`src/rtl/isa_pkg.sv`:
```
package isa_pkg;

    // layout of the one-word instruction
    localparam int INSN_BYTES = 4;
    localparam int OPCODE_W = 6;
    localparam int REG_ADDR_W = 5;
    localparam int IMM_W = 16;
    localparam int OPCODE_LSB = 26;
    localparam int RD_LSB = 21;
    localparam int RA_LSB = 16;
    localparam int RB_LSB = 11;

    // opcodes
    localparam logic [OPCODE_W-1:0] ADD = 6'h00;
    localparam logic [OPCODE_W-1:0] SUB = 6'h01;
    localparam logic [OPCODE_W-1:0] AND = 6'h02;
    localparam logic [OPCODE_W-1:0] OR = 6'h03;
    localparam logic [OPCODE_W-1:0] XOR = 6'h04;
    localparam logic [OPCODE_W-1:0] SHL = 6'h05;
    localparam logic [OPCODE_W-1:0] SHR = 6'h06;
    localparam logic [OPCODE_W-1:0] ADDI = 6'h08;
    localparam logic [OPCODE_W-1:0] ORI = 6'h09;
    localparam logic [OPCODE_W-1:0] LOAD = 6'h10;
    localparam logic [OPCODE_W-1:0] STORE = 6'h11;
    localparam logic [OPCODE_W-1:0] BEQ = 6'h18;
    localparam logic [OPCODE_W-1:0] BNE = 6'h19;
    localparam logic [OPCODE_W-1:0] JMP = 6'h1a;
    localparam logic [OPCODE_W-1:0] HALT = 6'h3f;

    localparam int ALU_OP_W = 3;
    localparam logic [ALU_OP_W-1:0] alu_add = 3'd0;
    localparam logic [ALU_OP_W-1:0] alu_sub = 3'd1;
    localparam logic [ALU_OP_W-1:0] alu_and = 3'd2;
    localparam logic [ALU_OP_W-1:0] alu_or = 3'd3;
    localparam logic [ALU_OP_W-1:0] alu_xor = 3'd4;
    localparam logic [ALU_OP_W-1:0] alu_shl = 3'd5;
    localparam logic [ALU_OP_W-1:0] alu_shr = 3'd6;

    localparam int MEM_OP_W = 2;
    localparam logic [MEM_OP_W-1:0] mem_none = 2'd0;
    localparam logic [MEM_OP_W-1:0] mem_load = 2'd1;
    localparam logic [MEM_OP_W-1:0] mem_store = 2'd2;

endpackage

```
`src/rtl/mem_pkg.sv`:
```
package mem_pkg;

    localparam int DATA_W = 32;

    // byte addresses come from the core and word addresses go to the SPM
    localparam int BYTE_ADDR_W = 32;
    localparam int WORD_ADDR_W = 30;

    // the default SPM size is in words and must be a power of two
    localparam int SPM_DEPTH_DEFAULT = 1024;

endpackage

```
`src/rtl/alu.sv`:
```
module alu (
    input  logic [isa_pkg::ALU_OP_W-1:0] alu_op,
    input  logic [mem_pkg::DATA_W-1:0]   alu_in_0,
    input  logic [mem_pkg::DATA_W-1:0]   alu_in_1,
    output logic [mem_pkg::DATA_W-1:0]   alu_out
);

    localparam int SHAMT_W = $clog2(mem_pkg::DATA_W);

    logic [SHAMT_W-1:0] shamt;

    assign shamt = alu_in_1[SHAMT_W-1:0];

    always_comb begin
        case (alu_op)
            isa_pkg::alu_add: alu_out = alu_in_0 + alu_in_1;
            isa_pkg::alu_sub: alu_out = alu_in_0 - alu_in_1;
            isa_pkg::alu_and: alu_out = alu_in_0 & alu_in_1;
            isa_pkg::alu_or: alu_out = alu_in_0 | alu_in_1;
            isa_pkg::alu_xor: alu_out = alu_in_0 ^ alu_in_1;
            // both shifts are logical so zeros come in
            isa_pkg::alu_shl: alu_out = alu_in_0 << shamt;
            isa_pkg::alu_shr: alu_out = alu_in_0 >> shamt;
            default: alu_out = '0;
        endcase
    end

endmodule

```
`config.mk`:
```
export PLATFORM = sky130hd
export DESIGN_NAME = alu
export DESIGN_NICKNAME = d
export VERILOG_FILES = /design/src/rtl/isa_pkg.sv /design/src/rtl/mem_pkg.sv /design/src/rtl/alu.sv
export SDC_FILE = /design/constraint.sdc
export NUM_CORES = 1
export LEC_CHECK = 0
export BUFFER_PORTS_ARGS = -buffer_cell sky130_fd_sc_hd__buf_2
export CAP_MARGIN = 20
export CORE_MARGIN = 10
export CORE_UTILIZATION = 30
export DETAILED_ROUTE_END_ITERATION = 12
export SYNTH_ARGS = -nofsm -noshare
export SYNTH_HDL_FRONTEND = slang
export SYNTH_SLANG_ARGS = --single-unit
```
`constraint.sdc`:
```
create_clock -name vclk -period 7.4
set_input_delay 1.85 -clock vclk [all_inputs]
set_output_delay 1.85 -clock vclk [all_outputs]
set_load 0.02 [all_outputs]
```
==> results.yml <==
worst_hold_path:
  hold_class: "input pin to output pin"
  hold_depth: 5
sta:
  final_max_slew_viol_count: 0
  worst_slack_ns: 0.176
  fmax_mhz: 138
  rsz0062_at_grt: "true"
  slew_headroom_pct: 38.4
  finalCriticalPeriod_ns: 7.22
  min_period_over_period_pct: 97.6
  hold_viol: 0
  worstMarginPinSlew_ns: 0.924
  setup_viol: 0
  setup_tns_ns: 0
flow_run:
  cap_viol_max_count: 0
drt:
  first_pass_iters: 6
  drcViolationCount: 0
  routed_wl_mm: 34.0
  drtAntennaViolNets: 0
  wl_per_cell_um: 22.4
  drt_iter0_markers: 1142
  routed_via_density: 5.98
  vias: 9061
power:
  switching_power_uw: 498
  swShare_pct: 59.8
  intPower_uw: 335
  power_uw: 833
  p_seq_share_pct: 0
  clkPwrFrac_pct: 0
  combinationalPowerShare_pct: 100.0
  power_density_mw_per_mm2: 93.1
  ir_drop_v: 0.0000520
  cellLeakagePower_uw: 0.00412
placed_design:
  pre_cts_ws_ns: -0.125
  io_buffers: 99
  gp_congestion: 1.06
  hpwl_mm: 27.4
global_route:
  grt_pass1_wl_mm: 51.6
  grt_antenna_before_repair: 0
  grt.total_usage_pct: 20.4
  grt_pass1_vias: 8692
  grt_overflow: 0
  grt_max_degree: 90
run_status:
  outcome: "completed"
critical_path:
  crit_fanout: 6
  crit_type: "input pin to output pin"
  worst_setup_path_start_kind: "input pin"
  critical_path_required_ns: 5.55
  cp-end-kind: "output pin"
  cp.arrival_ns: 5.37
cells_and_area:
  final_common_cell: "nor2_1"
  seq_area_sq_um: 0
  drive_gt1_share_pct: 23.2
  antenna_cells: 0
  nClkBuffers: 0
  seq_cells: 0
  final_cell_mix: "nor2_1, buf_4, ha_1, buf_2, a21oi_1"
  area.growth.synth_to_final_pct: 19.6
  fin_util_pct: 36.7
  final_nets: 1358
clock_tree:
  cts.hold.buffers_added: 0
floorplanning:
  core_sq_mm: 0.0244
  io_pins: 99
  rows: 57
  fp.dieW_um: 178
  start_util_pct: 30.7
  fp.dieH_um: 178
  dieArea_sq_mm: 0.0316
yosys:
  syn_nets: 1229
  netlist_area_sq_mm: 0.00748
  seq_area_frac_synth_pct: 0
  synth.distinct_cells: 69
  synthTopCellsByArea: "ha_1, mux4_2, mux2i_1"
  postSynthCellCount: 1064
  yosys_warnings: 0
  synth_top_cell_area_share_pct: 16.2
  avgSynthCellArea_sq_um: 7.03
  synth_top_area_cell: "ha_1"
routing by layer:
| layer | wire [um] | part of all wire (%) | global-route usage [%] | up-vias |
|---|---|---|---|---|
| li1 | - | - | - | 4235 |
| met1 | 14800 | 43 | 28.2 | 4324 |
| met2 | 15500 | 46 | 33.0 | 443 |
| met3 | 2490 | 7.3 | 1.64 | 59 |
| met4 | 1200 | 3.5 | 6.29 | 0 |
| met5 | 0 | 0 | 0 | - |
repair_timing:
action,4_1_cts,5_1_grt
pin swaps,0,9
resized for setup,4,24
setup endpoints to repair,3,13
buffers inserted,0,2
power by group through the flow:
stage               clock (uW)  sequential [uW]  combinational (uW)
global placement             0                0                 802
finish                       0                0                 833
detailed placement           0                0                 805
CTS                          0                0                 809
floorplan                    0                0                 495
global route                 0                0                 898
worst max-delay path, cell delays in order:
cell      delay (ns)
buf_2           0.11
nor4_1          0.26
buf_4           0.17
nand3_2         0.13
nor2_4          0.18
nand3_4         0.11
nor4_4          0.30
buf_4           0.17
a41oi_1         0.13
xnor2_1         0.17
ha_2            0.33
a21oi_2         0.18
buf_4           0.12
o21bai_1        0.06
a21oi_2         0.14
o21ai_0         0.10
nor2_1          0.11
o31ai_1         0.10
xnor2_1         0.28
o221ai_1        0.18
buf_4           0.21
cells in the mapped netlist (17+ instances only):
master / n
nor2_1: 115
ha_1: 97
a21oi_1: 84
o21ai_0: 82
nand2_1: 81
inv_1: 77
mux2i_1: 60
clkbuf_1: 47
o22ai_1: 43
xnor2_1: 40
a22oi_1: 36
mux4_2: 33
nor3_1: 20
a211oi_1: 17
stage by stage:
stage / std cells / instance area, sq um / hold slack (ns)
6_report: 1515 / 8940 / 4.32
5_1_grt: 1515 / 8940 / 4.36
4_1_cts: 1513 / 8830 / 4.34
3_5_place_dp: 1513 / 8830 / 4.34
3_3_place_gp: 1513 / 8830 / 4.37
2_1_floorplan: 1064 / 7490 / 4.06
logic make-up after synthesis:
kind of cell	share of synthesized area (%)
compound gates	33.1
xor+xnor	6.09
fa+ha+maj	16.5
buf+inv	8.42
mux	19.0
simple gates	16.9
final cells by class:
class / instances / area (sq um)
Fill cell: 2628 / 15400
Inverter: 78 / 293
Multi-Input combinational cell: 909 / 6950
Tap cell: 324 / 405
Timing Repair Buffer: 204 / 1290
worst paths after layout:
check,to,from,slack (ns)
hold / removal,alu_out[31],alu_op[1],4.32
setup / recovery,alu_out[29],alu_in_1[3],0.18
No activity file was read; power rests on OpenSTA's default activity.
