$ cat src/rtl/isa_pkg.sv
package isa_pkg;

    // layout of the one-word instruction
    localparam int INSN_BYTES = 4;
    localparam int OPCODE_W = 6;
    localparam int REG_ADDR_W = 5;
    localparam int IMM_W = 16;
    localparam int OPCODE_LSB = 26;
    localparam int RD_LSB = 21;
    localparam int RA_LSB = 16;
    localparam int RB_LSB = 11;

    // opcodes
    localparam logic [OPCODE_W-1:0] ADD = 6'h00;
    localparam logic [OPCODE_W-1:0] SUB = 6'h01;
    localparam logic [OPCODE_W-1:0] AND = 6'h02;
    localparam logic [OPCODE_W-1:0] OR = 6'h03;
    localparam logic [OPCODE_W-1:0] XOR = 6'h04;
    localparam logic [OPCODE_W-1:0] SHL = 6'h05;
    localparam logic [OPCODE_W-1:0] SHR = 6'h06;
    localparam logic [OPCODE_W-1:0] ADDI = 6'h08;
    localparam logic [OPCODE_W-1:0] ORI = 6'h09;
    localparam logic [OPCODE_W-1:0] LOAD = 6'h10;
    localparam logic [OPCODE_W-1:0] STORE = 6'h11;
    localparam logic [OPCODE_W-1:0] BEQ = 6'h18;
    localparam logic [OPCODE_W-1:0] BNE = 6'h19;
    localparam logic [OPCODE_W-1:0] JMP = 6'h1a;
    localparam logic [OPCODE_W-1:0] HALT = 6'h3f;

    localparam int ALU_OP_W = 3;
    localparam logic [ALU_OP_W-1:0] alu_add = 3'd0;
    localparam logic [ALU_OP_W-1:0] alu_sub = 3'd1;
    localparam logic [ALU_OP_W-1:0] alu_and = 3'd2;
    localparam logic [ALU_OP_W-1:0] alu_or = 3'd3;
    localparam logic [ALU_OP_W-1:0] alu_xor = 3'd4;
    localparam logic [ALU_OP_W-1:0] alu_shl = 3'd5;
    localparam logic [ALU_OP_W-1:0] alu_shr = 3'd6;

    localparam int MEM_OP_W = 2;
    localparam logic [MEM_OP_W-1:0] mem_none = 2'd0;
    localparam logic [MEM_OP_W-1:0] mem_load = 2'd1;
    localparam logic [MEM_OP_W-1:0] mem_store = 2'd2;

endpackage

$ cat src/rtl/mem_pkg.sv
package mem_pkg;

    localparam int DATA_W = 32;

    // byte addresses come from the core and word addresses go to the SPM
    localparam int BYTE_ADDR_W = 32;
    localparam int WORD_ADDR_W = 30;

    // the default SPM size is in words and must be a power of two
    localparam int SPM_DEPTH_DEFAULT = 1024;

endpackage

$ cat src/rtl/mem_ctrl.sv
module mem_ctrl (
    input  logic                            cpu_en,
    input  logic [isa_pkg::MEM_OP_W-1:0]    mem_op,
    input  logic [mem_pkg::DATA_W-1:0]      alu_out,
    input  logic [mem_pkg::DATA_W-1:0]      store_data,
    input  logic [mem_pkg::DATA_W-1:0]      spm_rd_data,
    input  logic                            test_spm_en,
    input  logic                            test_spm_we,
    input  logic [mem_pkg::WORD_ADDR_W-1:0] test_spm_addr,
    input  logic [mem_pkg::DATA_W-1:0]      test_spm_wr_data,
    output logic [mem_pkg::DATA_W-1:0]      load_data,
    output logic                            mem_fault,
    output logic [mem_pkg::WORD_ADDR_W-1:0] spm_addr,
    output logic                            spm_en,
    output logic                            spm_we,
    output logic [mem_pkg::DATA_W-1:0]      spm_wr_data,
    output logic [mem_pkg::DATA_W-1:0]      test_spm_rd_data
);

    localparam int OFFSET_W = mem_pkg::BYTE_ADDR_W - mem_pkg::WORD_ADDR_W;

    logic core_access;
    logic misaligned;

    assign core_access = (mem_op != isa_pkg::mem_none);
    assign misaligned = |alu_out[OFFSET_W-1:0];

    // a misaligned access is flagged and never reaches the SPM
    assign mem_fault = core_access && misaligned;

    assign load_data = spm_rd_data;

    always_comb begin
        if (cpu_en) begin
            spm_addr = alu_out[mem_pkg::BYTE_ADDR_W-1:OFFSET_W];
            spm_en = core_access && !misaligned;
            spm_we = (mem_op == isa_pkg::mem_store);
            spm_wr_data = store_data;
        end else begin
            spm_addr = test_spm_addr;
            spm_en = test_spm_en;
            spm_we = test_spm_we;
            spm_wr_data = test_spm_wr_data;
        end
    end

    assign test_spm_rd_data = cpu_en ? '0 : spm_rd_data;

    // the decoder gates every access with fetch_en, so the test port owns the SPM here
    always_comb begin
        assert final (cpu_en || mem_op == isa_pkg::mem_none)
            else $error("core memory access while the core is disabled");
    end

endmodule

$ cat config.mk
export PLATFORM = sky130hd
export DESIGN_NAME = mem_ctrl
export DESIGN_NICKNAME = d
export VERILOG_FILES = /design/src/rtl/isa_pkg.sv /design/src/rtl/mem_pkg.sv /design/src/rtl/mem_ctrl.sv
export SDC_FILE = /design/constraint.sdc
export NUM_CORES = 1
export LEC_CHECK = 0
export ABC_AREA = 1
export CAP_MARGIN = 5
export CORE_AREA = 10 10 104 106
export DETAILED_ROUTE_END_ITERATION = 8
export DIE_AREA = 0 0 114 116
export DONT_BUFFER_PORTS = 1
export PLACE_DENSITY = 0.36
export SYNTH_ARGS = -nofsm -noshare
export SYNTH_HDL_FRONTEND = slang
export SYNTH_SLANG_ARGS = --single-unit
$ cat constraint.sdc
create_clock -name vclk -period 0.95
set_input_delay 0.1425 -clock vclk [all_inputs]
set_output_delay 0.1425 -clock vclk [all_outputs]
set_load 0.01 [all_outputs]
==> results of run 1 <==
-- kinds of logic (layout without fill, tap and decap cells) --
logic type	after synthesis	after routing	synth area share
compound gates	1	1	0.00367
buf+inv	84	37	0.372
simple gates	226	226	0.624
-- cell usage after synthesis --
| master | n | area (um2) |
|---|---|---|
| a21oi_1 | 1 | 5.00 |
| buf_2 | 5 | 25.0 |
| buf_4 | 39 | 293 |
| buf_6 | 5 | 56.3 |
| inv_1 | 34 | 128 |
| inv_4 | 1 | 6.26 |
| nand2_1 | 191 | 717 |
| nand3_1 | 2 | 10.0 |
| nor2_1 | 33 | 124 |
-- through the flow --
stage,cells,setup slack [ps],hold WS [ps],total power [mW]
detailed placement,372,176,285,0.567
global placement,372,172,285,0.564
floorplan,311,85.5,368,0.681
CTS,372,175,285,0.568
global route,372,125,285,0.626
finish,372,172,285,0.550
-- layout make-up --
type / count / area, um2 / share of cell area
multi-input cells: 227 / 856 / 0.735
well taps: 108 / 135 / 0.116
inverters: 35 / 134 / 0.115
repair buffers: 2 / 40.0 / 0.0344
-- where the power goes --
part	switching (mW)	internal (mW)	total, mW
combinational	0.401	0.149	0.550
clock	0	0	0
sequential	0	0	0
total	0.401	0.149	0.550
-- path summary, 6_finish.rpt --
kind / endpoint / slack [ps] / cells past startpoint
setup / recovery: spm_addr[26] / 170 / 4
hold / removal: load_data[28] / 290 / 0
-- layer usage --
metal  share of wire  vias up
met1            0.31      631
met4               0        0
met3            0.14        0
met5               0        -
met2            0.55      173
li1                -      759
==> out/metrics.sh, run 1 <==
GRT_UTIL_ALL_LAYERS=0.0862
SYNTH_CELLS=311
REQUIRED_PS=810
UTILIZATION=0.134
TIMING.CRITICAL_PATH.CELLS='inv_4 > buf_12 > nand2_1 > nand2_1'
SYNTH_AREA_PER_CELL_UM2=4.39
GRT_USE_MET1=0.0800
FMAX_MHz=1290
DRT.ANTENNA.VIOLATING_NETS=0
MET2_TRACK_DEMAND_OVER_RESOURCE=0.175
GRTUSAGEMET3=0.0413
PORT-BUFFER-COUNT=0
FLOORPLAN.DIE.HEIGHT_UM=116
DPL-INSTANCE-AREA_UM2=1160
PLACE_HPWL_UM=6310
STARTPOINT_TYPE='input pin'
CRITPATHMAXFANOUT=97
MAX_SLEW.WORST_PIN.SLEW_PS=302
POSTCTSRESIZEDCELLS=0
SYNTH.CELL_AREA_UM2=1360
POST-ROUTE-CELL-AREA_UM2=1160
SLOWEST_STAGE='buf_12'
FIRST_GLOBAL_VIAS=1660
RUN_STATUS='finished, final reports clean'
LAYOUT.CELLS.MOST_COMMON='nand2_1'
TOP_LEVEL_PORTS=292
SYNTH_SEQUENTIAL_AREA_RATIO=0
TIMING.FINAL.CRIT_SHARE=0.818
CRITPATHARRIVALTIME_PS=640
INITIAL_CORE_UTIL=0.157
SITE_ROWS=34
WORST_HOLD_STARTPOINT='spm_rd_data[28]'
CRIT_FAMILY='buffers and inverters'
P_LEAK_nW=0.835
SEQ_CELLS=0
DRT_ITER0_MARKERS=69
DIE_X_UM=114
GLOBAL_ROUTE_WIRE_LENGTH_BEFORE_REPAIR_UM=9560
TIMING.CRITICAL_PATH.MODE_CELL='nand2_1'
PLACEABLECOREAREA_UM2=8680
GRT_SETUP_UNREPAIRED='false'
DIE_AREA_UM2=13200
DRC=0
CRITPATHKIND='input pin to output port'
SETUP_VIOL=0
INITIAL_ANTENNA_VIOLATION_COUNT=0
DRT-WIRELENGTH-PER-CELL_UM=18.8
TRITONROUTE_PASS_1_ITERS=7
GLOBALROUTE.BUSIESTLAYER='met2'
FINALWEIGHTEDCONGESTION=0.710
POSTCTSSETUPREPAIRBUFS=0
CTSHOLDBUFFERS=0
SYNTH-WARNING-COUNT=0
FINAL-HOLD-VIOLATION-COUNT=0
CP_NUM_BUF_INV=2
FILLERS=1023
WORSTSETUPSTARTPOINT='cpu_en'
REPORT.FINAL.SLEW_VIOL_COUNT=0
CAP_VIOLATIONS=0
FIN_NETS=429
LAYOUT.AREA.SEQ_UM2=0
PERIOD_NEEDED_PS=778
FINAL_LAYOUT_SIZE_SUFFIX_GT1_FRAC=0.0114
SYNTHESIZED_NET_COUNT=474
MAXSLEWHEADROOM=0.799
WORST_HOLD_PATH_TYPE='input pin to output port'
ROUTE.DETAILED.VIAS_PER_INST=4.20
SYNTH_CELL_TYPE_COUNT=9
SETUP-TNS-FINAL_PS=0
GRT-OVFL-TOTAL=0
DETAILROUTE.VIA_COUNT=1563
CLKBUF_COUNT=0
DRT_WL_TOTAL_UM=6980
GRT_MAX_DEGREE=98
AREA_GROWTH_PCT=-14.6
POWER.DENSITY_CELL_AREA_nW_PER_UM2=472
CP_SLOWEST_STAGE_DELAY_PS=190
DIODES=0
LAYOUT.CELLS.MOST_COMMON_LIST='nand2_1, inv_1, nor2_1'
IRDROPWORSTVDD_V=0.000142
WORST_SETUP_PATH_END_KIND='output port'
Note: power is estimated with default switching activity, not from simulation.
==> inputs of run 2 (changes only) <==
Settings changed: ABC_AREA 1 to 0, CORE_AREA 10 10 104 106 to 10 10 106 108, DIE_AREA 0 0 114 116 to 0 0 116 118, PLACE_DENSITY 0.36 to 0.34.
Clock period 0.95 ns to 0.8 ns, I/O delays scaled along.
==> run 2 against run 1 <==
  * Count of clock-buffer cells in the layout unchanged
  * Cell area up 3.5%
  * Die area up 3.5%
  * Largest power group unchanged
  * Hold slack worse by 45 ps
  * Utilization down 0.18 points
  * Flip-flop and latch count unchanged
  * Power up 26%
  * Combinational power up 26%
  * Global-route usage down 1.2 points
  * Via count down 40%
==> out/metrics.sh, run 2 <==
CRITPATHMAXFANOUT=97
GRT_SETUP_UNREPAIRED='false'
GRT_UTIL_ALL_LAYERS=0.0739
PERIOD_NEEDED_PS=693
REQUIRED_PS=680
MAXSLEWHEADROOM=0.760
GLOBAL_ROUTE_WIRE_LENGTH_BEFORE_REPAIR_UM=8180
REPORT.FINAL.SLEW_VIOL_COUNT=0
WORST_HOLD_PATH_TYPE='input pin to output port'
WORST_SETUP_PATH_END_KIND='output port'
SETUP-TNS-FINAL_PS=0
SYNTH.CELL_AREA_UM2=1270
SEQ_CELLS=0
FIN_NETS=267
TIMING.FINAL.CRIT_SHARE=0.866
SETUP_VIOL=0
YS_TOP_CELLS_BY_COUNT='mux2_2, buf_4, nor2b_1, nor2_1, buf_2'
CRIT_FAMILY='compound AO/OA/AOI/OAI gates'
STARTPOINT_TYPE='input pin'
PLACE_HPWL_UM=5920
SYNTH-WARNING-COUNT=0
FINALWEIGHTEDCONGESTION=0.629
POSTCTSSETUPREPAIRBUFS=0
RUN_STATUS='finished, final reports clean'
MULTI_INPUT_COMB_AREA_UM2=1060
SYNTH_TOP_AREA_CELL='mux2_2'
REPORT.POWER.TOTAL_uW=695
FMAX_MHz=1440
LAYOUT.CELLS.MOST_COMMON_LIST='mux2_2, nor2b_1, mux2_4'
SYNTH_AREA_PER_CELL_UM2=8.78
LAYOUT.CELLS.MOST_COMMON='mux2_2'
DRC=0
POSTCTSRESIZEDCELLS=0
CP_NUM_BUF_INV=1
FINAL-HOLD-VIOLATION-COUNT=0
TOP_LEVEL_PORTS=292
SYNTH_LARGEST_TYPE_AREA_FRACTION=0.548
POST-SYNTH-TOP-COUNT-CELL='mux2_2'
ROUTE.DETAILED.VIAS_PER_INST=4.40
GRT_MAX_DEGREE=98
INITIAL_ANTENNA_VIOLATION_COUNT=1
POST-ROUTE-CELL-AREA_UM2=1210
MAX_SLEW.WORST_PIN.SLEW_PS=359
INITIAL_CORE_UTIL=0.140
FIN_WORST_HOLD_SLACK_PS=240
DRT.ANTENNA.VIOLATING_NETS=0
CAP_VIOLATIONS=0
PORT-BUFFER-COUNT=0
DIE_X_UM=116
CRITPATHARRIVALTIME_PS=570
DPL-INSTANCE-AREA_UM2=1200
LAYOUT_SETUP_WS_PS=107
DRT_ITER0_MARKERS=21
PRE_CTS_WS_PS=115
CLKBUF_COUNT=0
CP_SLOWEST_STAGE_DELAY_PS=380
SITE_ROWS=35
AREA_GROWTH_PCT=-5.30
FLOORPLAN.DIE.HEIGHT_UM=118
PLACEABLECOREAREA_UM2=9110
SYNTHESIZED_NET_COUNT=308
FIRST_GLOBAL_VIAS=1158
IRDROPWORSTVDD_V=0.000201
FINAL_LAYOUT_SIZE_SUFFIX_GT1_FRAC=0.716
DRT_WL_TOTAL_UM=6330
DIE_AREA_UM2=13700
TIMING.CRITICAL_PATH.CELLS='inv_2 > o41ai_4'
POWER.DENSITY_CELL_AREA_nW_PER_UM2=576
SYNTH_CELL_TYPE_COUNT=12
P_LEAK_nW=0.441
SYNTH_CELLS=145
CTSHOLDBUFFERS=0
FILLERS=1006
GRT-OVFL-TOTAL=0
SYNTH.TOP_CELLS.BY_AREA='mux2_2, buf_4, nor2b_1'
DETAILROUTE.VIA_COUNT=942
LAYOUT.AREA.SEQ_UM2=0
SLOWEST_STAGE='o41ai_4'
CRITPATHKIND='input pin to output port'
DRT-WIRELENGTH-PER-CELL_UM=29.6
TRITONROUTE_PASS_1_ITERS=3
SYNTH_SEQUENTIAL_AREA_RATIO=0
## run 2: routing by layer
metal | up-vias | global-route usage | part of all wire
met3 | 10 | 0.0367 | 0.17
li1 | 375 | - | -
met4 | 0 | 0.00939 | 0.013
met2 | 178 | 0.154 | 0.54
met1 | 379 | 0.0590 | 0.28
met5 | - | 0 | 0
## run 2: cell families after synthesis
family	count (synthesis)	synth area share
compound gates	2	0.0197
mux	62	0.548
simple gates	37	0.174
buf+inv	44	0.258
## run 2: power by group
part / total, mW / switching (mW) / internal (mW)
Clock: 0.000000167 / 0 / 0.000000167
Combinational: 0.695 / 0.346 / 0.349
Sequential: 0 / 0 / 0
Total: 0.695 / 0.346 / 0.349
## run 2: final timing paths
| kind | cells past startpoint | from | end | slack [ps] |
|---|---|---|---|---|
| min | 0 | spm_rd_data[28] | load_data[28] | 240 |
| max | 2 | cpu_en | spm_en | 110 |
## run 2: per-stage QoR
| step | utilization | instances |
|---|---|---|
| 3_5_place_dp | 0.132 | 213 |
| 3_3_place_gp | 0.132 | 213 |
| 5_1_grt | 0.132 | 214 |
| 4_1_cts | 0.132 | 213 |
| 6_report | 0.132 | 214 |
| 2_1_floorplan | - | 145 |
## run 2: area by class of cell
| cell class | instances | area share |
|---|---|---|
| diodes | 1 | 0.00207 |
| well taps | 111 | 0.115 |
| multi-input cells | 101 | 0.880 |
| inverters | 1 | 0.00311 |
