--- src/rtl/isa_pkg.sv ---
package isa_pkg;

    // layout of the one-word instruction
    localparam int INSN_BYTES = 4;
    localparam int OPCODE_W = 6;
    localparam int REG_ADDR_W = 5;
    localparam int IMM_W = 16;
    localparam int OPCODE_LSB = 26;
    localparam int RD_LSB = 21;
    localparam int RA_LSB = 16;
    localparam int RB_LSB = 11;

    // opcodes
    localparam logic [OPCODE_W-1:0] ADD = 6'h00;
    localparam logic [OPCODE_W-1:0] SUB = 6'h01;
    localparam logic [OPCODE_W-1:0] AND = 6'h02;
    localparam logic [OPCODE_W-1:0] OR = 6'h03;
    localparam logic [OPCODE_W-1:0] XOR = 6'h04;
    localparam logic [OPCODE_W-1:0] SHL = 6'h05;
    localparam logic [OPCODE_W-1:0] SHR = 6'h06;
    localparam logic [OPCODE_W-1:0] ADDI = 6'h08;
    localparam logic [OPCODE_W-1:0] ORI = 6'h09;
    localparam logic [OPCODE_W-1:0] LOAD = 6'h10;
    localparam logic [OPCODE_W-1:0] STORE = 6'h11;
    localparam logic [OPCODE_W-1:0] BEQ = 6'h18;
    localparam logic [OPCODE_W-1:0] BNE = 6'h19;
    localparam logic [OPCODE_W-1:0] JMP = 6'h1a;
    localparam logic [OPCODE_W-1:0] HALT = 6'h3f;

    localparam int ALU_OP_W = 3;
    localparam logic [ALU_OP_W-1:0] alu_add = 3'd0;
    localparam logic [ALU_OP_W-1:0] alu_sub = 3'd1;
    localparam logic [ALU_OP_W-1:0] alu_and = 3'd2;
    localparam logic [ALU_OP_W-1:0] alu_or = 3'd3;
    localparam logic [ALU_OP_W-1:0] alu_xor = 3'd4;
    localparam logic [ALU_OP_W-1:0] alu_shl = 3'd5;
    localparam logic [ALU_OP_W-1:0] alu_shr = 3'd6;

    localparam int MEM_OP_W = 2;
    localparam logic [MEM_OP_W-1:0] mem_none = 2'd0;
    localparam logic [MEM_OP_W-1:0] mem_load = 2'd1;
    localparam logic [MEM_OP_W-1:0] mem_store = 2'd2;

endpackage

--- src/rtl/mem_pkg.sv ---
package mem_pkg;

    localparam int DATA_W = 32;

    // byte addresses come from the core and word addresses go to the SPM
    localparam int BYTE_ADDR_W = 32;
    localparam int WORD_ADDR_W = 30;

    // the default SPM size is in words and must be a power of two
    localparam int SPM_DEPTH_DEFAULT = 1024;

endpackage

--- src/rtl/if_stage.sv ---
module if_stage (
    input  logic                      clk,
    input  logic                      reset,
    input  logic                      cpu_en,
    input  logic                      br_taken,
    input  logic [mem_pkg::DATA_W-1:0] br_addr,
    input  logic                      halt_req,
    output logic [mem_pkg::DATA_W-1:0] pc,
    output logic                      fetch_en,
    output logic                      halted
);

    // a halted core stops fetching until the next reset
    assign fetch_en = cpu_en && !halted;

    always_ff @(posedge clk) begin
        if (reset) begin
            pc <= '0;
            halted <= 1'b0;
        end else if (fetch_en) begin
            if (halt_req) begin
                halted <= 1'b1;
            end else if (br_taken) begin
                pc <= br_addr;
            end else begin
                pc <= pc + isa_pkg::INSN_BYTES;
            end
        end
    end

    // branch and jump targets from the decoder must keep fetch word-aligned
    assert property (@(posedge clk) disable iff (reset)
        pc % isa_pkg::INSN_BYTES == 0)
        else $error("pc not word-aligned: %h", pc);

endmodule

--- config.mk ---
export PLATFORM = sky130hd
export DESIGN_NAME = if_stage
export DESIGN_NICKNAME = d
export VERILOG_FILES = /design/src/rtl/isa_pkg.sv /design/src/rtl/mem_pkg.sv /design/src/rtl/if_stage.sv
export SDC_FILE = /design/constraint.sdc
export NUM_CORES = 1
export LEC_CHECK = 0
export ABC_AREA = 1
export ABC_CLOCK_PERIOD_IN_PS = 1300
export BUFFER_PORTS_ARGS = -buffer_cell sky130_fd_sc_hd__buf_2
export CAP_MARGIN = 20
export CORE_MARGIN = 2
export CORE_UTILIZATION = 47
export CTS_CLUSTER_SIZE = 25
export DETAILED_ROUTE_END_ITERATION = 12
export PLACE_DENSITY = 0.77
export SLEW_MARGIN = 20
export SYNTH_ARGS = -nofsm -noshare
export SYNTH_HDL_FRONTEND = slang
export SYNTH_SLANG_ARGS = --single-unit
--- constraint.sdc ---
create_clock -name clk -period 1.3 [get_ports clk]
set_input_delay 0.26 -clock clk [delete_from_list [all_inputs] [get_ports clk]]
set_output_delay 0.26 -clock clk [all_outputs]
set_load 0.01 [all_outputs]
==> impl_metrics.json, run 1 <==
{
  "cts_num_sinks": 33,
  "yosys_register_bits": 33,
  "sequential_share_of_the_synthesized_area_pct": 27.6,
  "wirelength_met1_microns": 3410,
  "maximum_number_of_pins_on_one_net_before_global_route_repair": 27,
  "grt.overflow.total": 0,
  "share_of_post_route_cells_with_drive_strength_above_1_pct": 44.1,
  "timing.final.max_slew_violations": 0,
  "worstPathArrival_ps": 1600,
  "row_count": 25,
  "ioPinCount": 71,
  "finalSetupTns_ps": -1450,
  "clock-skew-final_ps": 4.41,
  "worstSkewPairLatency_ps": 290,
  "core-area_sq_um": 4820,
  "area.growth.synth_to_final_pct": 50.5,
  "gpl.final_weighted_congestion": 0.928,
  "synth-edff-count": 0,
  "cts-htree-levels": 2,
  "power_per_cell_area_nw_per_um2": 668,
  "antenna_violations_before_repair": 0,
  "detailed_place_hpwl_microns": 5730,
  "max-slew-margin-rel_pct": 79.5,
  "die-area_sq_um": 5690,
  "final_util_pct": 74.9,
  "path_max_fanout": 4,
  "finalHoldViolations": 0,
  "synth_compound_gate_area_share_pct": 11.6,
  "cts_tree": "yes",
  "cellLeakagePower_nw": 1.63,
  "drt_drc_violations_left": 0,
  "met3_length_microns": 586,
  "grt_setup_unrepaired": "yes",
  "route.antenna.remaining_nets": 0,
  "first_global_vias": 2685,
  "clk_transition_reported_paths_ps": 70,
  "synthesis.instances": 394,
  "synth-adder-area-share_pct": 0.522,
  "synth-async-reset-ratio_pct": 0,
  "io_buffer_count": 70,
  "worstSetupPathType": "flip-flop to flip-flop",
  "cp-start-kind": "flip-flop",
  "synth-main-ff-cell": "dfxtp_1",
  "routedWlPerCell_microns": 14.5,
  "finalCriticalPeriod_ps": 1440,
  "cp-end-kind": "flip-flop",
  "chipHeight_microns": 75.4,
  "n_antenna_cell": 0,
  "fmaxAchievable_mhz": 694,
  "setup_ws_ps": -141,
  "stdcell_count": 589,
  "critical-path-max-stage-delay_ps": 400,
  "grtUsageTotal_pct": 28.8,
  "peakVddDrop_mv": 0.489,
  "starting_density_of_the_core_pct": 49.8,
  "cts_buffer_depth": 2,
  "fin_crit_sh_pct": 111,
  "cts_hold_bufs": 0,
  "r2r.worst_path.cells": 6,
  "wire_length_of_the_first_global_routing_pass_microns": 12400,
  "yosysWarningCount": 0,
  "synth.largest_area_cell": "dfxtp_1",
  "number_of_cells_in_the_design_after_placement": 574,
  "average_vias_per_placed_instance": 5.38,
  "finalWirelength_microns": 8560,
  "avgSynthCellArea_sq_um": 6.08,
  "cp.required_ps": 1460,
  "violations": "setup timing",
  "routed-via-count": 3166,
  "met2_wirelength_microns": 4170,
  "largest_family_of_logic_cells_by_synthesized_area": "simple AND/OR/NAND/NOR gates",
  "min_path_cells": 2,
  "layout.nets": 560,
  "synth_area_leaders": "dfxtp_1, nand2_1, nor2_1",
  "outcome": "finished with violations",
  "die-width_microns": 75.4,
  "synth-xor-area-share_pct": 0,
  "setup_viol": 23,
  "fillers": 387,
  "synth_cell_types": 28,
  "synth_simple_gate_area_share_pct": 51.9,
  "max_slew.worst_pin.slew_ps": 307,
  "synth_top_area_share_pct": 27.6,
  "cts_inserted_buffers": 5,
  "first_iter_violations": 285,
  "critPathSlowestCell": "dfxtp_4",
  "dr_top_layer": "met4",
  "timing.hold.worst.class": "primary input to flip-flop",
  "max_cap_violations": 0,
  "synth.area.mux_share_pct": 0,
  "drt-pass1-iter-count": 5,
  "ctsRootBufferMaster": "clkbuf_8",
  "mappedNetlistArea_sq_um": 2400,
  "synth.net_count": 432,
  "crit_path_cell_trace": "nand2_4 > nor2_4 > nand3b_1 > buf_4 > o211ai_1 > a21oi_1"
}
## placed cells by master, fill, tap and decap left out, types with 2 or more instances in the layout
| master | count |
|---|---|
| dfxtp_2 | 8 |
| nand3_2 | 2 |
| a22oi_1 | 7 |
| nand2_2 | 16 |
| nor2_1 | 57 |
| a21oi_2 | 8 |
| buf_2 | 70 |
| nor3_4 | 3 |
| nor2_2 | 9 |
| o211ai_1 | 5 |
| buf_6 | 4 |
| clkbuf_8 | 6 |
| nor3_1 | 7 |
| nor2_4 | 19 |
| a21oi_1 | 19 |
| nand2_1 | 101 |
| nand2_4 | 8 |
| dfxtp_4 | 8 |
| inv_2 | 2 |
| buf_4 | 60 |
| nor3_2 | 2 |
| o21ai_0 | 4 |
| inv_1 | 30 |
| dfxtp_1 | 17 |
| nand3_1 | 38 |
## worst max-delay path: cells and delay by family (launching register included)
kind | cells | cell delay [ps]
simple gates | 3 | 470
flops | 1 | 400
compound gates | 2 | 250
buf+inv | 1 | 190
## where the power goes
part | internal [mW] | switching [mW]
Combinational | 0.219 | 0.271
Clock | 0.421 | 0.402
Sequential | 1.05 | 0.0493
## registers in the layout, indices dropped and copies added (netlist names)
signal / flops
halted: 1
pc: 32
## cell type report
| type | instances | area, sq um | share of cell area, % |
|---|---|---|---|
| Clock buffer | 7 | 86.3 | 2.39 |
| Inverter | 33 | 126 | 3.50 |
| Multi-Input combinational cell | 314 | 1750 | 48.4 |
| Sequential cell | 33 | 701 | 19.4 |
| Tap cell | 67 | 83.8 | 2.32 |
| Timing Repair Buffer | 135 | 866 | 24.0 |
## stage by stage
step / hold WS [ps] / cell area [sq um] / total power [mW] / setup slack, ps
5_1_grt: 211 / 3610 / 2.50 / -239
6_report: 209 / 3610 / 2.41 / -141
3_5_place_dp: 495 / 3230 / 1.58 / -88.4
3_3_place_gp: 481 / 3230 / 1.56 / -61.7
4_1_cts: 193 / 3400 / 2.39 / -95.4
2_1_floorplan: 395 / 2430 / 1.36 / -54.2
## cells in the mapped netlist, types with 2 or more instances
master    number
nand3_1       40
nand2_2        9
buf_2          5
inv_1         30
nand2_1      115
nor2_4        12
nor3_1        10
a22oi_1        7
nor2_1        70
o211ai_1       5
inv_2          3
a21oi_2        6
nor2_2         3
o21ai_0        5
dfxtp_1       33
clkbuf_1       6
nand2_4        2
nor3_2         2
buf_6          2
a21oi_1       21
## worst paths after layout
kind / endpoint / startpoint / slack [ps]
worst min register to register: pc[31] / pc[31] / 500
worst max register to register: pc[11] / pc[8] / -140
worst min-delay path: pc[5] / reset / 210
worst max-delay path: pc[11] / pc[8] / -140
## what timing repair did
item                       CTS  global route
resized for setup           23            47
setup buffers                3             5
setup endpoints to repair   22            29
pin swaps                    8            17
## metal layers
metal	up-vias	global-route usage [%]
li1	1519	-
met1	1426	36.1
met2	177	49.5
met3	44	4.50
met4	0	11.3
met5	-	0
## cell families after synthesis
logic type,Yosys count
simple gates,268
buf+inv,47
compound gates,45
flops,33
fa+ha+maj,1
No activity file was read; power rests on OpenSTA's default activity.
==> inputs of run 2 (changes only) <==
--- a/config.mk
+++ b/config.mk
@@ -5,15 +5,14 @@
 export SDC_FILE = /design/constraint.sdc
 export NUM_CORES = 1
 export LEC_CHECK = 0
-export ABC_AREA = 1
 export ABC_CLOCK_PERIOD_IN_PS = 1300
 export BUFFER_PORTS_ARGS = -buffer_cell sky130_fd_sc_hd__buf_2
 export CAP_MARGIN = 20
 export CORE_MARGIN = 2
-export CORE_UTILIZATION = 47
+export CORE_UTILIZATION = 45
 export CTS_CLUSTER_SIZE = 25
 export DETAILED_ROUTE_END_ITERATION = 12
-export PLACE_DENSITY = 0.77
+export PLACE_DENSITY = 0.76
 export SLEW_MARGIN = 20
 export SYNTH_ARGS = -nofsm -noshare
 export SYNTH_HDL_FRONTEND = slang
==> run 2 against run 1 <==
The run still ends with setup timing left. Design area up 12%. Die area down 8.1%. Combinational power up 54%. Critical path type unchanged. Highest routed layer unchanged.
==> impl_metrics.json, run 2 <==
{
  "max-slew-margin-rel_pct": 66.3,
  "synth.net_count": 324,
  "timing.hold.worst.class": "primary input to flip-flop",
  "crit_path_cell_trace": "ha_4 > nand3_4 > or4_4 > o41ai_2 > nand2_1 > a21oi_2",
  "worst-r2r-setup-slack_ps": -710,
  "cellLeakagePower_nw": 1.83,
  "synth-xor-area-share_pct": 0,
  "fin_crit_sh_pct": 154,
  "average_vias_per_placed_instance": 6.89,
  "synth-adder-area-share_pct": 0.596,
  "synth_area_leaders": "dfxtp_1, a21oi_1, nor2_1",
  "synth.largest_area_cell": "dfxtp_1",
  "detailed_place_hpwl_microns": 5730,
  "synth-edff-count": 0,
  "route.antenna.remaining_nets": 0,
  "gpl.final_weighted_congestion": 0.881,
  "row_count": 24,
  "layout.nets": 495,
  "seq_power_share_pct": 41.7,
  "stdcell_count": 510,
  "drt_drc_violations_left": 0,
  "cp.required_ps": 1530,
  "clk_transition_reported_paths_ps": 70,
  "synthesis.instances": 286,
  "final_util_pct": 91.4,
  "path_max_fanout": 4,
  "setup_ws_ps": -707,
  "whs_ps": 193,
  "ctsRootBufferMaster": "clkbuf_8",
  "critical-path-max-stage-delay_ps": 500,
  "finalSetupTns_ps": -8760,
  "ioPinCount": 71,
  "swShare_pct": 33.6,
  "post_synth_most_frequent_cells": "nor2_1, dfxtp_1, a21oi_1",
  "critPathSlowestCell": "or4_4",
  "preCtsSetupSlack_ps": -345,
  "n_antenna_cell": 0,
  "share_of_post_route_cells_with_drive_strength_above_1_pct": 60.3,
  "finalWirelength_microns": 12100,
  "cts_buffer_depth": 2,
  "violations": "setup timing",
  "starting_density_of_the_core_pct": 47.5,
  "avgSynthCellArea_sq_um": 7.34,
  "cts_num_sinks": 33,
  "power_per_cell_area_nw_per_um2": 670,
  "drt-pass1-iter-count": 6,
  "cts_tree": "yes",
  "cp-end-kind": "flip-flop",
  "cts_hold_bufs": 0,
  "most_common_library_cell_in_the_layout_ignoring_fill_and_taps": "buf_4",
  "synth-async-reset-ratio_pct": 0,
  "registers.top_by_ff_count": "pc",
  "max_cap_violations": 0,
  "synth_cell_types": 46,
  "cts-htree-levels": 2,
  "r2r.worst_path.cells": 6,
  "synth_simple_gate_area_share_pct": 34.5,
  "setup_viol": 35,
  "power_frac_comb_pct": 28.0,
  "clock-skew-final_ps": 3.80,
  "placedInstanceArea_sq_um": 3210,
  "min_path_cells": 3,
  "largest_reg_flops": 32,
  "largest_family_of_logic_cells_by_synthesized_area": "simple AND/OR/NAND/NOR gates",
  "antenna_violations_before_repair": 0,
  "die-width_microns": 72.3,
  "finalHoldViolations": 0,
  "wire_length_of_the_first_global_routing_pass_microns": 15600,
  "io_buffer_count": 70,
  "outcome": "finished with violations",
  "core-area_sq_um": 4410,
  "synth-main-ff-cell": "dfxtp_1",
  "switchingPower_mw": 0.909,
  "number_of_cells_in_the_design_after_placement": 468,
  "yosys_register_bits": 33,
  "maximum_number_of_pins_on_one_net_before_global_route_repair": 29,
  "die-area_sq_um": 5230,
  "routed-via-count": 3515,
  "cellInternalPower_mw": 1.79,
  "most_numerous_cell_in_the_yosys_netlist": "nor2_1",
  "area.growth.synth_to_final_pct": 92.2,
  "max_slew.worst_pin.slew_ps": 501,
  "power_mw": 2.70,
  "timing.final.max_slew_violations": 0,
  "first_iter_violations": 494,
  "timing.critical_path.max_delay_family": "simple AND/OR/NAND/NOR gates",
  "cp-start-kind": "flip-flop",
  "finalCriticalPeriod_ps": 2010,
  "yosysWarningCount": 0,
  "chipHeight_microns": 72.3,
  "grtUsageTotal_pct": 38.6,
  "crit_path_depth": 6,
  "grt.overflow.total": 0,
  "synth.area.mux_share_pct": 2.39,
  "worstSetupPathType": "flip-flop to flip-flop",
  "cts_inserted_buffers": 5,
  "synth_compound_gate_area_share_pct": 26.1,
  "synth_top_area_share_pct": 31.5,
  "grt_setup_unrepaired": "yes",
  "fin_area_sq_um": 4030,
  "mappedNetlistArea_sq_um": 2100,
  "routedWlPerCell_microns": 23.8,
  "worstSkewPairLatency_ps": 300,
  "sequential_share_of_the_synthesized_area_pct": 31.5,
  "peakVddDrop_mv": 0.636,
  "crit_buf_inv": 0,
  "worstPathArrival_ps": 2240,
  "most-common-layout-cells": "buf_4, buf_2, nor2_1",
  "reg.largest.list": "pc: 32 flops, halted: 1 flops",
  "p_clk_share_pct": 30.3,
  "first_global_vias": 3097,
  "fmaxAchievable_mhz": 498
}
[run 2: cell count changes after synthesis, moves of 6 or more]
| cell | change |
|---|---|
| a21oi_2 | -6 |
| o21ai_0 | +8 |
| inv_1 | -26 |
| nand2_1 | -88 |
| clkbuf_1 | +7 |
| a21oi_1 | +11 |
| nand2_2 | -9 |
| and3_1 | +10 |
| nand4_1 | +13 |
| nor2_1 | -34 |
| nor2_4 | -12 |
| nand3_1 | -28 |
[run 2: worst paths after layout]
kind	from	endpoint
setup / recovery	pc[2]	pc[20]
hold / removal	br_addr[0]	pc[0]
setup reg to reg	pc[2]	pc[20]
hold reg to reg	pc[1]	pc[1]
[run 2: layout make-up]
| class | instances | area (sq um) |
|---|---|---|
| Fill cell | 174 | 380 |
| Timing Repair Buffer | 183 | 1370 |
| Tap cell | 52 | 65.1 |
| Clock buffer | 8 | 80.1 |
| Inverter | 4 | 15.0 |
| Sequential cell | 33 | 726 |
| Multi-Input combinational cell | 230 | 1780 |
[run 2: cells by family (layout without fill, tap and decap cells)]
| family | after synthesis | in the layout |
|---|---|---|
| mux | 5 | 5 |
| fa+ha+maj | 1 | 1 |
| simple gates | 139 | 140 |
| buf+inv | 24 | 195 |
| flops | 33 | 33 |
| compound gates | 84 | 84 |
[run 2: timing repair]
item	4_1_cts	5_1_grt
endpoints found under the hold margin	0	0
gates resized for setup	55	54
pin swaps	38	36
endpoints found under the setup margin	31	36
gates cloned	1	0
setup buffers	19	18
[run 2: per-layer routing]
layer / part of all wire, % / GRT usage (%) / routed length [microns] / vias up
met4: 8.9 / 24.9 / 1090 / 0
met2: 45 / 61.2 / 5420 / 345
met3: 11 / 8.33 / 1340 / 120
met5: 0 / 0 / 0 / -
li1: - / - / - / 1431
met1: 35 / 47.2 / 4300 / 1619
[run 2: tightest hold or removal path, cell delays in order]
cell and delay, ps:
buf_2 90, nand2_1 50, a21oi_1 50
[run 2: power groups by stage]
stage | Clock [mW] | Sequential (mW) | Combinational [mW]
floorplan | 0 | 1.17 | 0.227
global placement | 0 | 1.13 | 0.552
detailed placement | 0 | 1.14 | 0.563
CTS | 0.788 | 1.12 | 0.627
global route | 0.855 | 1.13 | 0.792
finish | 0.818 | 1.13 | 0.756
